File: config.mk
export PLATFORM = sky130hd
export DESIGN_NAME = vfmul_top
export DESIGN_NICKNAME = d
export VERILOG_FILES = /design/src/vfmul_pkg.sv /design/src/fmul_if.sv /design/src/elem_counter.sv /design/src/fp_scalar_mul.sv /design/src/vfmul_ctrl.sv /design/src/vfmul_top.sv
export VERILOG_INCLUDE_DIRS = /design/src /design/src/src
export SDC_FILE = /design/constraint.sdc
export NUM_CORES = 1
export LEC_CHECK = 0
export BUFFER_PORTS_ARGS = -buffer_cell sky130_fd_sc_hd__buf_2
export CAP_MARGIN = 10
export CORE_MARGIN = 5
export CORE_UTILIZATION = 30
export CTS_BUF_LIST = sky130_fd_sc_hd__clkbuf_8
export CTS_CLUSTER_DIAMETER = 40
export DETAILED_ROUTE_END_ITERATION = 10
export PLACE_DENSITY = 0.43
export SYNTH_ARGS = -nofsm -noshare
export SYNTH_HDL_FRONTEND = slang
export SYNTH_SLANG_ARGS = --single-unit
File: constraint.sdc
create_clock -name CLK -period 3.8 [get_ports CLK]
set_clock_uncertainty 0.15 [all_clocks]
set_input_delay 0.38 -clock CLK [delete_from_list [all_inputs] [get_ports CLK]]
set_output_delay 0.38 -clock CLK [all_outputs]
set_load 0.005 [all_outputs]
File: src/vfmul_defs.svh
/* Width and step-count macros for the vector float multiplier.
   Included by the package and by any RTL file that sizes logic from these values. */

`ifndef VFMUL_DEFS_SVH
`define VFMUL_DEFS_SVH

////////////////////////////////////////////////////////////
// Word and length widths
////////////////////////////////////////////////////////////

// IEEE single-precision word
`define VFMUL_FP_WIDTH 32

// Vector length and element index
`define VFMUL_LEN_WIDTH 16

////////////////////////////////////////////////////////////
// Scalar multiplier
////////////////////////////////////////////////////////////

// One shift-add pass per mantissa bit, hidden bit included
`define VFMUL_MANT_STEPS 24

`endif

File: src/vfmul_pkg.sv
/* Shared types for the vector float multiplier RTL.
   Imported by wildcard in every module and interface header. */

`include "vfmul_defs.svh"

package vfmul_pkg;

  ////////////////////////////////////////////////////////////
  // Data types
  ////////////////////////////////////////////////////////////

  // Sign, 8-bit exponent, 23-bit fraction
  typedef logic [`VFMUL_FP_WIDTH-1:0] fp_word_t;

  // Element count of one vector command
  typedef logic [`VFMUL_LEN_WIDTH-1:0] vec_len_t;

  ////////////////////////////////////////////////////////////
  // Controller FSM
  ////////////////////////////////////////////////////////////

  typedef enum logic [1:0] {
    IDLE     = 2'd0,  // Waiting for a command
    GATHER   = 2'd1,  // Collecting one A and one B word
    MULTIPLY = 2'd2,  // Scalar unit busy
    EMIT     = 2'd3   // Product offered downstream
  } ctrl_state_t;

endpackage

File: src/fmul_if.sv
/* Job link between the vector controller and the iterative scalar multiplier.
   The controller connects as issuer and the multiplier as unit. */

`timescale 1ns/10ps

interface fmul_if import vfmul_pkg::*; ();

  // One-cycle job request, operands held until ready
  logic     start;
  fp_word_t op_a;
  fp_word_t op_b;

  // One-cycle completion pulse, product valid alongside
  logic     ready;
  fp_word_t product;

  // Controller side
  modport issuer (
    output start,
    output op_a,
    output op_b,
    input  ready,
    input  product
  );

  // Multiplier side
  modport unit (
    input  start,
    input  op_a,
    input  op_b,
    output ready,
    output product
  );

endinterface

File: src/elem_counter.sv
/* Remaining-element counter for one vector command.
   Loaded with the length, decremented per accepted result. */

`timescale 1ns/10ps

module elem_counter import vfmul_pkg::*; (
  input  logic     CLK,
  input  logic     RST,
  input  logic     load,
  input  vec_len_t len,
  input  logic     step,
  output logic     last,
  output logic     empty
);

  // Elements still to be delivered
  vec_len_t count;

  always_ff @(posedge CLK or posedge RST) begin
    if (RST) begin
      count <= '0;
    end else if (load) begin
      count <= len;
    end else if (step && (count != '0)) begin
      // Never wraps below zero
      count <= count - 1'b1;
    end
  end

  // Flags follow the register, so they settle the cycle after load or step
  assign last  = (count == vec_len_t'(1));
  assign empty = (count == '0);

endmodule

File: src/fp_scalar_mul.sv
/* Iterative single-precision multiplier, one job at a time.
   Unpack on start, shift-add the mantissas, then normalize, truncate and pack. */

`timescale 1ns/10ps

`include "vfmul_defs.svh"

module fp_scalar_mul import vfmul_pkg::*; (
  input  logic CLK,
  input  logic RST,
  fmul_if.unit mul
);

  ////////////////////////////////////////////////////////////
  // Signals
  ////////////////////////////////////////////////////////////

  // Sequencing
  logic idle;
  logic run;
  logic fin;
  logic [$clog2(`VFMUL_MANT_STEPS)-1:0] step_cnt;

  // Unpacked job
  logic                 sign_r;
  logic                 zero_r;
  logic signed [9:0]    exp_r;

  // Shift-add datapath
  logic [2*`VFMUL_MANT_STEPS-1:0] mcand;
  logic [`VFMUL_MANT_STEPS-1:0]   mplier;
  logic [2*`VFMUL_MANT_STEPS-1:0] acc;

  // Pack stage
  logic              norm_hi;
  logic signed [9:0] exp_adj;
  logic [22:0]       frac;
  fp_word_t          result_word;

  assign idle = !run && !fin;

  ////////////////////////////////////////////////////////////
  // Sequencer
  ////////////////////////////////////////////////////////////

  // start edge, MANT_STEPS add edges, one pack edge -> ready
  always_ff @(posedge CLK or posedge RST) begin
    if (RST) begin
      run       <= 1'b0;
      fin       <= 1'b0;
      step_cnt  <= '0;
      mul.ready <= 1'b0;
    end else begin
      mul.ready <= 1'b0;
      if (mul.start && idle) begin
        run      <= 1'b1;
        step_cnt <= '0;
      end else if (run) begin
        step_cnt <= step_cnt + 1'b1;
        if (step_cnt == ($clog2(`VFMUL_MANT_STEPS))'(`VFMUL_MANT_STEPS - 1)) begin
          run <= 1'b0;
          fin <= 1'b1;
        end
      end else if (fin) begin
        fin       <= 1'b0;
        mul.ready <= 1'b1;
      end
    end
  end

  ////////////////////////////////////////////////////////////
  // Datapath
  ////////////////////////////////////////////////////////////

  always_ff @(posedge CLK) begin
    if (mul.start && idle) begin
      sign_r <= mul.op_a[31] ^ mul.op_b[31];
      // Zero or subnormal on either side flushes the product
      zero_r <= (mul.op_a[30:23] == 8'd0) || (mul.op_b[30:23] == 8'd0);
      // Biased sum with one bias removed
      exp_r  <= $signed({2'b00, mul.op_a[30:23]}) + $signed({2'b00, mul.op_b[30:23]})
                - 10'sd127;
      // Hidden bit restored
      mcand  <= {{`VFMUL_MANT_STEPS{1'b0}}, 1'b1, mul.op_a[22:0]};
      mplier <= {1'b1, mul.op_b[22:0]};
      acc    <= '0;
    end else if (run) begin
      // LSB first, multiplicand moves up one place per step
      if (mplier[0]) begin
        acc <= acc + mcand;
      end
      mcand  <= mcand << 1;
      mplier <= mplier >> 1;
    end else if (fin) begin
      mul.product <= result_word;
    end
  end

  ////////////////////////////////////////////////////////////
  // Normalize and pack
  ////////////////////////////////////////////////////////////

  // Product of two [1,2) mantissas lies in [1,4)
  assign norm_hi = acc[2*`VFMUL_MANT_STEPS-1];

  always_comb begin
    exp_adj = exp_r + (norm_hi ? 10'sd1 : 10'sd0);
    // Truncate, bits below the kept fraction dropped
    frac = norm_hi ? acc[2*`VFMUL_MANT_STEPS-2 -: 23] : acc[2*`VFMUL_MANT_STEPS-3 -: 23];
    if (zero_r || (exp_adj <= 10'sd0)) begin
      // Underflow and flushed inputs give signed zero
      result_word = {sign_r, 31'd0};
    end else if (exp_adj >= 10'sd255) begin
      // Overflow saturates to signed infinity
      result_word = {sign_r, 8'hff, 23'd0};
    end else begin
      result_word = {sign_r, exp_adj[7:0], frac};
    end
  end

endmodule

File: src/vfmul_ctrl.sv
/* Vector controller: pairs A and B words, runs the scalar unit per element
   and offers each product on the result stream until it is taken. */

`timescale 1ns/10ps

module vfmul_ctrl import vfmul_pkg::*; (
  input  logic     CLK,
  input  logic     RST,
  // Command
  input  logic     start_cmd,
  input  vec_len_t len,
  output logic     busy,
  output logic     done,
  // Operand streams
  input  logic     a_valid,
  output logic     a_ready,
  input  fp_word_t a_data,
  input  logic     b_valid,
  output logic     b_ready,
  input  fp_word_t b_data,
  // Result stream
  output logic     res_valid,
  input  logic     res_ready,
  output fp_word_t res_data,
  // Element counter
  output logic     cnt_load,
  output vec_len_t cnt_len,
  output logic     cnt_step,
  input  logic     cnt_last,
  input  logic     cnt_empty,
  // Scalar multiplier
  fmul_if.issuer   mul
);

  ////////////////////////////////////////////////////////////
  // Signals
  ////////////////////////////////////////////////////////////

  ctrl_state_t state;

  // Operand captured for the current element
  logic have_a;
  logic have_b;

  fp_word_t op_a_r;
  fp_word_t op_b_r;
  fp_word_t res_r;

  logic a_fire;
  logic b_fire;
  logic res_fire;

  ////////////////////////////////////////////////////////////
  // Handshakes and decoded outputs
  ////////////////////////////////////////////////////////////

  assign busy = (state != IDLE);

  // Each side closes once its word is held
  assign a_ready = (state == GATHER) && !have_a;
  assign b_ready = (state == GATHER) && !have_b;
  assign a_fire  = a_valid && a_ready;
  assign b_fire  = b_valid && b_ready;

  assign res_valid = (state == EMIT);
  assign res_fire  = res_valid && res_ready;
  assign res_data  = res_r;

  // Counter loads on an accepted command, counts taken results
  assign cnt_load = (state == IDLE) && start_cmd;
  assign cnt_len  = len;
  assign cnt_step = res_fire;

  // Job issue as soon as both operands are in
  assign mul.start = (state == GATHER) && have_a && have_b;
  assign mul.op_a  = op_a_r;
  assign mul.op_b  = op_b_r;

  ////////////////////////////////////////////////////////////
  // FSM
  ////////////////////////////////////////////////////////////

  always_ff @(posedge CLK or posedge RST) begin
    if (RST) begin
      state  <= IDLE;
      have_a <= 1'b0;
      have_b <= 1'b0;
      done   <= 1'b0;
    end else begin
      done <= 1'b0;
      case (state)
        IDLE: begin
          if (start_cmd) begin
            // Empty vector closes at once
            if (len == '0) begin
              done <= 1'b1;
            end else begin
              state <= GATHER;
            end
          end
        end
        GATHER: begin
          if (mul.start) begin
            have_a <= 1'b0;
            have_b <= 1'b0;
            state  <= MULTIPLY;
          end else begin
            if (a_fire) begin
              have_a <= 1'b1;
            end
            if (b_fire) begin
              have_b <= 1'b1;
            end
          end
        end
        MULTIPLY: begin
          if (mul.ready) begin
            state <= EMIT;
          end
        end
        EMIT: begin
          // Back-pressure holds here, no new operands taken
          if (res_fire) begin
            // Last element, or count already drained
            if (cnt_last || cnt_empty) begin
              done  <= 1'b1;
              state <= IDLE;
            end else begin
              state <= GATHER;
            end
          end
        end
        default: begin
          state <= IDLE;
        end
      endcase
    end
  end

  ////////////////////////////////////////////////////////////
  // Operand and result registers
  ////////////////////////////////////////////////////////////

  always_ff @(posedge CLK) begin
    if (a_fire) begin
      op_a_r <= a_data;
    end
    if (b_fire) begin
      op_b_r <= b_data;
    end
    // Product kept stable for the whole EMIT stay
    if ((state == MULTIPLY) && mul.ready) begin
      res_r <= mul.product;
    end
  end

endmodule

File: src/vfmul_top.sv
/* Top level of the vector float multiplier with valid/ready streams.
   Joins the controller, element counter and scalar multiplier. */

`timescale 1ns/10ps

module vfmul_top import vfmul_pkg::*; (
  input  logic     CLK,
  input  logic     RST,
  input  logic     start_cmd,
  input  vec_len_t len,
  output logic     busy,
  output logic     done,
  input  logic     a_valid,
  output logic     a_ready,
  input  fp_word_t a_data,
  input  logic     b_valid,
  output logic     b_ready,
  input  fp_word_t b_data,
  output logic     res_valid,
  input  logic     res_ready,
  output fp_word_t res_data
);

  // Counter link
  logic     cnt_load;
  vec_len_t cnt_len;
  logic     cnt_step;
  logic     cnt_last;
  logic     cnt_empty;

  // Controller to scalar unit
  fmul_if u_mul_if ();

  vfmul_ctrl u_ctrl (
    .CLK       (CLK),
    .RST       (RST),
    .start_cmd (start_cmd),
    .len       (len),
    .busy      (busy),
    .done      (done),
    .a_valid   (a_valid),
    .a_ready   (a_ready),
    .a_data    (a_data),
    .b_valid   (b_valid),
    .b_ready   (b_ready),
    .b_data    (b_data),
    .res_valid (res_valid),
    .res_ready (res_ready),
    .res_data  (res_data),
    .cnt_load  (cnt_load),
    .cnt_len   (cnt_len),
    .cnt_step  (cnt_step),
    .cnt_last  (cnt_last),
    .cnt_empty (cnt_empty),
    .mul       (u_mul_if.issuer)
  );

  elem_counter u_cnt (
    .CLK   (CLK),
    .RST   (RST),
    .load  (cnt_load),
    .len   (cnt_len),
    .step  (cnt_step),
    .last  (cnt_last),
    .empty (cnt_empty)
  );

  fp_scalar_mul u_mul (
    .CLK (CLK),
    .RST (RST),
    .mul (u_mul_if.unit)
  );

endmodule

**After elaboration in Yosys (flattened, before gate mapping)**

Index checks and enable logic that the tools add are counted.

- Input bits: 86
- Output and inout bits: 37
- Flip-flop bits (word level): 289
- Logic and storage cells: 117

- $add $sub $neg: 6
- Bitwise gates (word level): 3
- Order comparisons: 2
- Mux-type cells: 35
- Reduce and logical (&&, ||, !) cells: 37
- Eq/ne operators: 11

Operator list:

| cell | number |
|---|---|
| 23-bit two-way mux | 5 |
| 48-bit adder | 1 |
| 16-bit zero test | 2 |
| 16-bit two-way mux | 2 |
| 31-bit two-way mux | 1 |
| 1-bit two-way mux | 18 |
| 16-bit by 1-bit equality test with 1-bit output (second input constant) | 1 |
| 8-bit zero test | 2 |
| 16-bit nonzero test | 1 |
| 16-bit by 1-bit subtractor with 16-bit output (second input constant) | 1 |
| 1-bit logical AND | 12 |
| 10-bit adder | 1 |
| 10-bit by 9-bit greater-or-equal comparator with 1-bit output (second input constant) | 1 |
| 10-bit by 1-bit less-or-equal comparator with 1-bit output (second input constant) | 1 |
| 2-bit two-way mux | 5 |
| 5-bit two-way mux | 2 |
| 2-bit nonzero test | 5 |
| 10-bit by 8-bit subtractor with 10-bit output (second input constant) | 1 |
| 8-bit by 8-bit adder with 9-bit output | 1 |
| 2-bit case mux with 4 select lines | 1 |
| 2-bit AND reduction | 4 |
| 2-bit by 1-bit inequality test with 1-bit output (second input constant) | 3 |
| 2-bit inequality test (second input constant) | 3 |
| 5-bit by 1-bit adder with 5-bit output (second input constant) | 1 |
| 12 further kinds | 19 |

**Logic depth before layout (Yosys ltp)**

Gate-level depths: netlist of the first run.

- Word-level depth: 6
- Mapped depth: 12
- Gate-level depth less buffers: 11

**Cells and area by module**

Synthesis of the first run repeated with hierarchy kept, for this count alone.

- Cells, all modules: 1303
- Area total of the unflattened synthesis: 14217.4 um2

By module, submodules not included:

| module | seq. area each (um2) | area an instance (um2) | cells an instance | instances |
|---|---|---|---|---|
| fp_scalar_mul | 4384.2 | 9730.6 | 1026 | 1 |
| vfmul_ctrl | 3007.9 | 3439.5 | 157 | 1 |
| elem_counter | 400.4 | 1047.3 | 120 | 1 |

**Worst setup path before layout of the first run**

No wires, ideal clock.

- Kind: reg-to-reg
- From: register u_mul.mcand[0]
- To: register u_mul.acc[40]
- Path buffers: 0
- Period minus slack after synthesis: 3.029 ns
- Setup time: 0.117 ns
- Path slack: 0.771 ns
- Cell stages (with the launch flop): 12
- Arrival time: 2.762 ns
- Data required time: 3.533 ns
- Cells stage by stage: edfxtp_1 -> ha_1 -> fa_1 -> a21o_1 -> a41oi_1 -> a21o_1 -> o311ai_0 -> nand4_1 -> a21boi_0 -> o211a_1 -> or3_1 -> a32o_1

- Word-level cells in the longest chain between the ends: 1

Ends and longest elaborated chain:

| what | line | source |
|---|---|---|
| from (decl) | fp_scalar_mul.sv:30 | `` logic [2*`VFMUL_MANT_STEPS-1:0] mcand; `` |
| from (signal assigned) | fp_scalar_mul.sv:84 | `` mcand <= {{`VFMUL_MANT_STEPS{1'b0}}, 1'b1, mul.op_a[22:0]}; `` |
| from (signal assigned) | fp_scalar_mul.sv:92 | `mcand <= mcand << 1;` |
| 48-bit adder | fp_scalar_mul.sv:90 | `acc <= acc + mcand;` |
| to (signal assigned) | fp_scalar_mul.sv:90 |  |
| to (decl) | fp_scalar_mul.sv:32 | `` logic [2*`VFMUL_MANT_STEPS-1:0] acc; `` |

Every way passes these cells.
A chain may end at the register's enable or synchronous reset.

**Final worst setup path of the first run**

Ends and elaborated chain as after synthesis.

==> results of run 1 <==
-- state kept, by name (all words and copies together), names as in the netlist, 2 cells and up --
signal and count:
u_mul.acc 48, u_mul.mcand 48, u_ctrl.mul.op_a 32, u_ctrl.mul.op_b 32
u_ctrl.res_data 32, u_mul.mul.product 32, u_mul.mplier 24, u_cnt.count 16
u_mul.exp_r 10, u_mul.step_cnt 5, u_ctrl.state 2
-- timing repair --
action	in CTS	in global routing
hold endpoints to repair	103	0
hold buffers	85	0
endpoints found under the setup margin	0	1
buffers inserted	0	0
gates resized for setup	0	1
-- worst register-to-register path, cell delays in order (launching register included) --
cell	delay (ns)
edfxtp_1	0.39
ha_1	0.22
fa_1	0.42
a21o_1	0.20
a41oi_1	0.31
a21o_1	0.22
o311ai_1	0.16
nand4_1	0.22
a21boi_0	0.18
o211a_1	0.25
or3_1	0.31
a32o_1	0.25
-- worst max path at each step --
stage / from / end / slack, ns / depth (start not counted)
after floorplan: u_mul.mcand[0] / u_mul.acc[40] / 0.77 / 11
after global placement: u_mul.mcand[0] / u_mul.acc[44] / 0.32 / 11
after detailed placement: u_mul.mcand[0] / u_mul.acc[44] / 0.27 / 11
after CTS: u_mul.mcand[2] / u_mul.acc[44] / 0.22 / 10
after global routing: u_mul.mcand[0] / u_mul.acc[40] / 0.18 / 11
final: u_mul.mcand[0] / u_mul.acc[40] / 0.39 / 11
-- metal layers --
metal	vias to the layer above	GRT usage (%)
li1	5265	-
met1	4692	17.1
met2	166	21.7
met3	71	2.89
met4	0	5.13
met5	-	0
-- metrics by stage --
step / setup slack, ns / hold WS [ns] / instances / total power, mW / area, sq um
after CTS: 0.222 / 0.126 / 2220 / 14.5 / 17300
after global routing: 0.179 / 0.211 / 2220 / 15.5 / 17300
after global placement: 0.320 / 0.252 / 2025 / 10.9 / 15200
final: 0.391 / 0.180 / 2220 / 14.2 / 17300
after detailed placement: 0.272 / 0.255 / 2025 / 10.9 / 15200
after floorplan: 0.771 / 0.250 / 1341 / 9.33 / 13900
-- area by class of cell --
cell class | count | area (sq um) | area share, %
Clock inverter | 47 | 377 | 2.18
Multi-Input combinational cell | 972 | 5770 | 33.4
Tap cell | 600 | 751 | 4.34
Clock buffer | 63 | 867 | 5.02
Inverter | 26 | 97.6 | 0.565
Timing Repair Buffer | 223 | 1620 | 9.37
Sequential cell | 289 | 7790 | 45.1
-- cell families (layout without fill, tap and decap cells) --
family / count (synthesis) / after routing / synth area share (%)
compound gates: 286 / 286 / 12.6
xor+xnor: 75 / 75 / 4.74
fa+ha+maj: 68 / 68 / 6.25
buf+inv: 80 / 359 / 2.17
flops: 289 / 289 / 56.2
mux: 26 / 26 / 1.89
simple gates: 517 / 517 / 16.1
-- placed cells by master, fill, tap and decap left out, types with 8 or more instances in the layout --
master / instances
a211oi_1: 9
a21o_1: 31
a21oi_1: 89
a31oi_1: 10
and2_1: 9
and3_1: 9
buf_2: 122
buf_4: 13
clkbuf_8: 63
clkinv_1: 8
clkinv_2: 9
dfrtp_1: 29
dfxtp_1: 74
dlygate4sd3_1: 85
edfxtp_1: 186
ha_1: 66
inv_1: 41
mux2i_1: 25
nand2_1: 312
nand3_1: 26
nand4_1: 16
nor2_1: 79
nor2b_1: 9
nor3_1: 14
nor4_1: 15
o21ai_0: 89
o21bai_1: 14
xnor2_1: 42
xor2_1: 33
-- power by group --
part | switching, mW | internal (mW) | total, mW | leakage [nW]
clock network | 1.43 | 1.95 | 3.38 | 0.685
logic | 3.44 | 2.35 | 5.80 | 3.72
registers | 0.591 | 4.46 | 5.05 | 2.71
==> metrics.txt, run 1 <==
status=completed; Syn Area/Cell=10.3 sq um; Post-Synthesis Cells=~1300; CTS tree=done; top-count cell post-synth=nand2_1; crit path kind=reg -> reg; Crit path required time=approximately 4.2 ns; via count=10200; H-tree Lvls=2; YS warnings=0; WL/cell=about 15 um; Final Cycle Share=between 80% and 90%; min-delay worst type=in -> reg; area leader, netlist=edfxtp_1; Starting DRT DRC Count=430; family with the most delay on the worst path=compound AO/OA/AOI/OAI gates; CP Capture Type=flop; Final Hold Viols=0; Post-synth top cells=nand2_1 (313), edfxtp_1 (186), a21oi_1 (89), o21ai_0 (89), nor2_1 (79); Mapped Nets=between 1000 and 1500; leak pwr=7.11 nW; Hold Path Origin=res_ready; CTS Buffer Depth=3; top cell type's share of synthesized area=about 40%; met3 WL=about 1.4 mm; relative slew slack=a little over a third; Min-Delay Endpoint=u_cnt.count[0]; dominant cells by area after synthesis=edfxtp_1 (40%), dfxtp_1 (11%), nand2_1 (8.5%), ha_1 (6.0%), dfrtp_1 (5.2%); total CTS buffers=59; most frequent CP cell=a21o_1; CP arrival=between 3 and 4 ns; row count=just under 80; Clock Latency Late Sink=between 0.6 and 0.7 ns; DRC Markers=0; final weighted congestion of routability-driven global placement=between 0.8 and 0.9; CTS clk-pin slew, worst paths=about 0.060 ns; ant diodes=0; Synth-to-Final Area Change=24.7%; top_reg_cell synth=edfxtp_1; Worst R2R Start=u_mul.mcand[0]; # setup viols final=0; IO Port Bufs=between 100 and 150; I/O pin total=between 100 and 150; Worst path max stage delay=roughly 0.42 ns; reg2reg end=u_mul.acc[40]; WP buf/inv=0; Hold Path Depth=5; # Max-Cap Violations=0; peak supply drop=around 290 uV; Core Util, Final=between 30% and 40%; r2r setup slk=between 0.3 and 0.4 ns; core area=45600 sq um; Starting Density=approximately 30%; DR WL met2=between 15 and 20 mm; nets=between 1500 and 2000; Worst R2R Path Depth=11; crit-path cells=ha_1, fa_1, a21o_1, a41oi_1, a21o_1, o311ai_1, nand4_1, a21boi_0, o211a_1, or3_1, a32o_1; initial antenna violation count=0; Final min period=3.41 ns; Peak Freq=around 290 MHz; largest net degree at the start of global routing=73; hpwl dp=approximately 22 mm; Root Buffer=clkbuf_8; unrepaired setup endpoints after global routing=false; setup TNS=0 ns; Via density=4.59; CP Max Fanout=3; Worst Max-Slew Pin Slew=between 0.9 and 1 ns; full die area=50600 sq um; DR pass1 iterations=5; number of routed nets with antenna violations=0; CP Launch Type=flop; Post-Synthesis Cell Area=roughly 14000 sq um; register area share after synthesis=between 50% and 60%; highest routed metal layer=met4; vias in the first global route=approximately 11000; Fillers=around 4500; die width=roughly 220 um; async set-reset flop share out of synthesis=between 10% and 20%; Final Max Tran Viols=0; Post-synth EDFFs=186; CTS Sinks=289; height of the die=approximately 220 um; wl on met1=approximately 16 mm; Tot GR Track Use=a little over an eighth; synthesis-stage register bit count=289; CP max stage cell=fa_1; grt total ovfl=0; first-pass GRT wire length=about 55 mm; share of cells above drive strength 1=14.6%; Cell variety after synth=64; drt total wl=between 30 and 40 mm; PwrDens=823 nW/um^2
Note: power is estimated with default switching activity, not from simulation.
==> run 2: changes to the inputs <==
--- a/config.mk
+++ b/config.mk
@@ -9,11 +9,11 @@
 export BUFFER_PORTS_ARGS = -buffer_cell sky130_fd_sc_hd__buf_2
 export CAP_MARGIN = 10
 export CORE_MARGIN = 5
-export CORE_UTILIZATION = 30
+export CORE_UTILIZATION = 40
 export CTS_BUF_LIST = sky130_fd_sc_hd__clkbuf_8
 export CTS_CLUSTER_DIAMETER = 40
 export DETAILED_ROUTE_END_ITERATION = 10
-export PLACE_DENSITY = 0.43
+export PLACE_DENSITY = 0.54
 export SYNTH_ARGS = -nofsm -noshare
 export SYNTH_HDL_FRONTEND = slang
 export SYNTH_SLANG_ARGS = --single-unit
==> run 2 against run 1 <==
Final cell count down 6.7%; design area down 1.6%; register-to-register slack worse by 0.02 ns; routed wire length down 8.6%; sequential share of layout area up 0.72 points; first-iteration DRC count up 6.5%; critical path depth down 1; sequential power about the same; setup slack worse by 0.017 ns.
==> metrics.txt, run 2 (synthesis gave the netlist of run 1 again) <==
final weighted congestion of routability-driven global placement=0.881 (was 0.829); Setup WS post-layout=0.374 ns (was 0.391 ns); CTS tree=done (unchanged); Setup Buffers After CTS=0 (unchanged); IO Port Bufs=122 (unchanged); Tot GR Track Use=15.7% (was 13.2%); Root Buffer=clkbuf_8 (unchanged); met2 usage in global routing=25.0% (was 21.7%); row count=68 (was 78); Final Cycle Share=90.2% (was 89.7%); Area after DPL=15000 sq um (was 15200 sq um); nets=1722 (was 1725); Hold Path Origin=res_ready (unchanged); vias in the first global route=10200 (was 10800); Crit path required time=4.20 ns (was 4.17 ns); largest net degree at the start of global routing=88 (was 73); CP Launch Type=flop (unchanged); hpwl dp=19.9 mm (was 22.2 mm); switching part of the total power=38.5% (was 38.4%); Worst path max stage delay=0.70 ns (was 0.42 ns); WP buf/inv=0 (unchanged); first-pass GRT wire length=50.4 mm (was 55.2 mm); PwrDens=817 nW/um^2 (was 823 nW/um^2); Starting DRT DRC Count=458 (was 430); unrepaired setup endpoints after global routing=false (unchanged); DR pass1 iterations=6 (was 5); leak pwr=7.07 nW (was 7.11 nW); crit-path cells=ha_1, a21o_1, a31oi_1, a211oi_1, nor4_1, o31a_1, o311ai_0, and2_1, a311o_1, o211ai_1 (was ha_1, fa_1, a21o_1, a41oi_1, a21o_1, o311ai_1, nand4_1, a21boi_0, o211a_1, or3_1, a32o_1); CP arrival=3.83 ns (was 3.78 ns); CP Launch Point=u_mul.mcand[4] (was u_mul.mcand[0]); # Max-Cap Violations=0 (unchanged); # setup viols final=0 (unchanged); number of routed nets with antenna violations=0 (unchanged); core area=34400 sq um (was 45600 sq um); fraction of power consumed by sequential logic=36.2% (was 35.5%); GRT met1 Usage=21.0% (was 17.1%); CTS clk-pin slew, worst paths=0.06 ns (about the same); relative slew slack=37.3% (was 36.4%); Power Internal=8.55 mW (was 8.76 mW); Final min period=3.43 ns (was 3.41 ns); ant diodes=0 (unchanged); CTS Sinks=289 (unchanged); Largest regs=u_mul.acc (48), u_mul.mcand (48) (unchanged); total CTS buffers=57 (was 59); Synth-to-Final Area Change=22.7% (was 24.7%); clock power share=22.7% (was 23.8%); WL/cell=14.6 um (was 14.9 um); full die area=38500 sq um (was 50600 sq um); setup TNS=0 ns (unchanged); most common cell after layout, fill and taps aside=nand2_1 (unchanged); initial antenna violation count=0 (unchanged); Comb pwr share=41.1% (was 40.7%); Tot Pwr=13.9 mW (was 14.2 mW); CP Capture Type=flop (unchanged); Worst Max-Slew Pin Slew=0.941 ns (was 0.953 ns); crit path kind=reg -> reg (unchanged); Via density=4.91 (was 4.59); drt total wl=30.2 mm (was 33.0 mm); Final Max Tran Viols=0 (unchanged); Final Hold Viols=0 (unchanged); share of cells above drive strength 1=14.4% (was 14.6%); P_sw=5.34 mW (was 5.47 mW); min-delay worst type=in -> reg (unchanged); setup slack at placement=0.372 ns (was 0.272 ns); grt total ovfl=0 (unchanged); H-tree Lvls=2 (unchanged); Peak Freq=292 MHz (was 293 MHz); Post-Layout Inst Area=17000 sq um (was 17300 sq um); family with the most delay on the worst path=compound AO/OA/AOI/OAI gates (unchanged); I/O pin total=123 (unchanged); DRC Markers=0 (unchanged); CP Max Fanout=5 (was 3); Starting Density=40.3% (was 30.4%); peak supply drop=391 uV (was 294 uV); height of the die=196 um (was 225 um); Clock Latency Late Sink=0.63 ns (was 0.65 ns); Worst R2R Start=u_mul.mcand[4] (was u_mul.mcand[0]); via count=10200 (about the same); grt peak-use layer=met2 (unchanged); status=completed (unchanged); GR Util met3=3.35% (was 2.89%); commonest cells after routing, fill and taps aside=nand2_1 (312), edfxtp_1 (186), buf_2 (122) (unchanged); die width=196 um (was 225 um); CP max stage cell=nor4_1 (was fa_1); CTS Buffer Depth=3 (unchanged)
[run 2: cell types whose count changed in the layout (fill, tap and decap cells not counted), sizes merged]
| cell | previous run | this run |
|---|---|---|
| clkbuf | 63 | 61 |
| clkinv | 18 | 17 |
| inv | 44 | 45 |
| clkinvlp | 5 | 6 |
| bufinv | 6 | 4 |
| buf | 138 | 137 |
[run 2: stage by stage]
stage,hold slack (ns),utilization (%),std cells
after global routing,0.226,49.5,2071
final,0.203,49.5,2071
after detailed placement,0.255,43.6,1879
after CTS,0.149,49.5,2071
after floorplan,0.250,-,1341
after global placement,0.251,43.6,1879
[run 2: worst reg2reg max path, stage by stage (launching register included)]
cell and delay [ns]:
edfxtp_1 0.38, ha_1 0.36, a21o_1 0.23, a31oi_1 0.23, a211oi_1 0.12, nor4_1 0.70
o31a_1 0.30, o311ai_0 0.22, and2_1 0.24, a311o_1 0.35, o211ai_1 0.09
[run 2: area by class of cell]
type                    instances  area [sq um]
clock buffers                  61           840
clock inverters                46           334
fillers                      3214         17400
inverters                      26          97.6
multi-input cells             972          5770
flip-flops and latches        289          7790
well taps                     455           569
repair buffers                222          1600
[run 2: timing repair]
item | CTS | global route
endpoints found under the setup margin | 0 | 2
gates resized for setup | 0 | 1
hold buffers | 85 | 0
hold endpoints to repair | 112 | 0
[run 2: power by group through the flow]
stage | combinational [mW] | clock (mW) | sequential, mW
floorplan | 4.41 | 0 | 4.93
global placement | 5.61 | 0 | 5.07
detailed placement | 5.63 | 0 | 5.09
CTS | 5.73 | 3.29 | 5.04
global route | 6.50 | 3.45 | 5.14
finish | 5.71 | 3.16 | 5.03
[run 2: worst paths after layout]
kind / endpoint / slack, ns / depth (start not counted)
worst max register to register: u_mul.acc[35] / 0.37 / 10
worst min register to register: u_ctrl.res_data[18] / 0.25 / 0
worst min-delay path: u_cnt.count[0] / 0.20 / 5
min in group asynchronous: u_mul.step_cnt[0] / 0.24 / 4
worst max-delay path: u_mul.acc[35] / 0.37 / 10
max in group asynchronous: u_ctrl.state[0] / 2.94 / 4
[run 2: per-layer routing]
layer	vias up	wire length [um]	part of all wire, %
li1	5254	-	-
met1	4658	14500	48
met2	190	13600	45
met3	58	1250	4.2
met4	0	767	2.5
met5	-	0	0
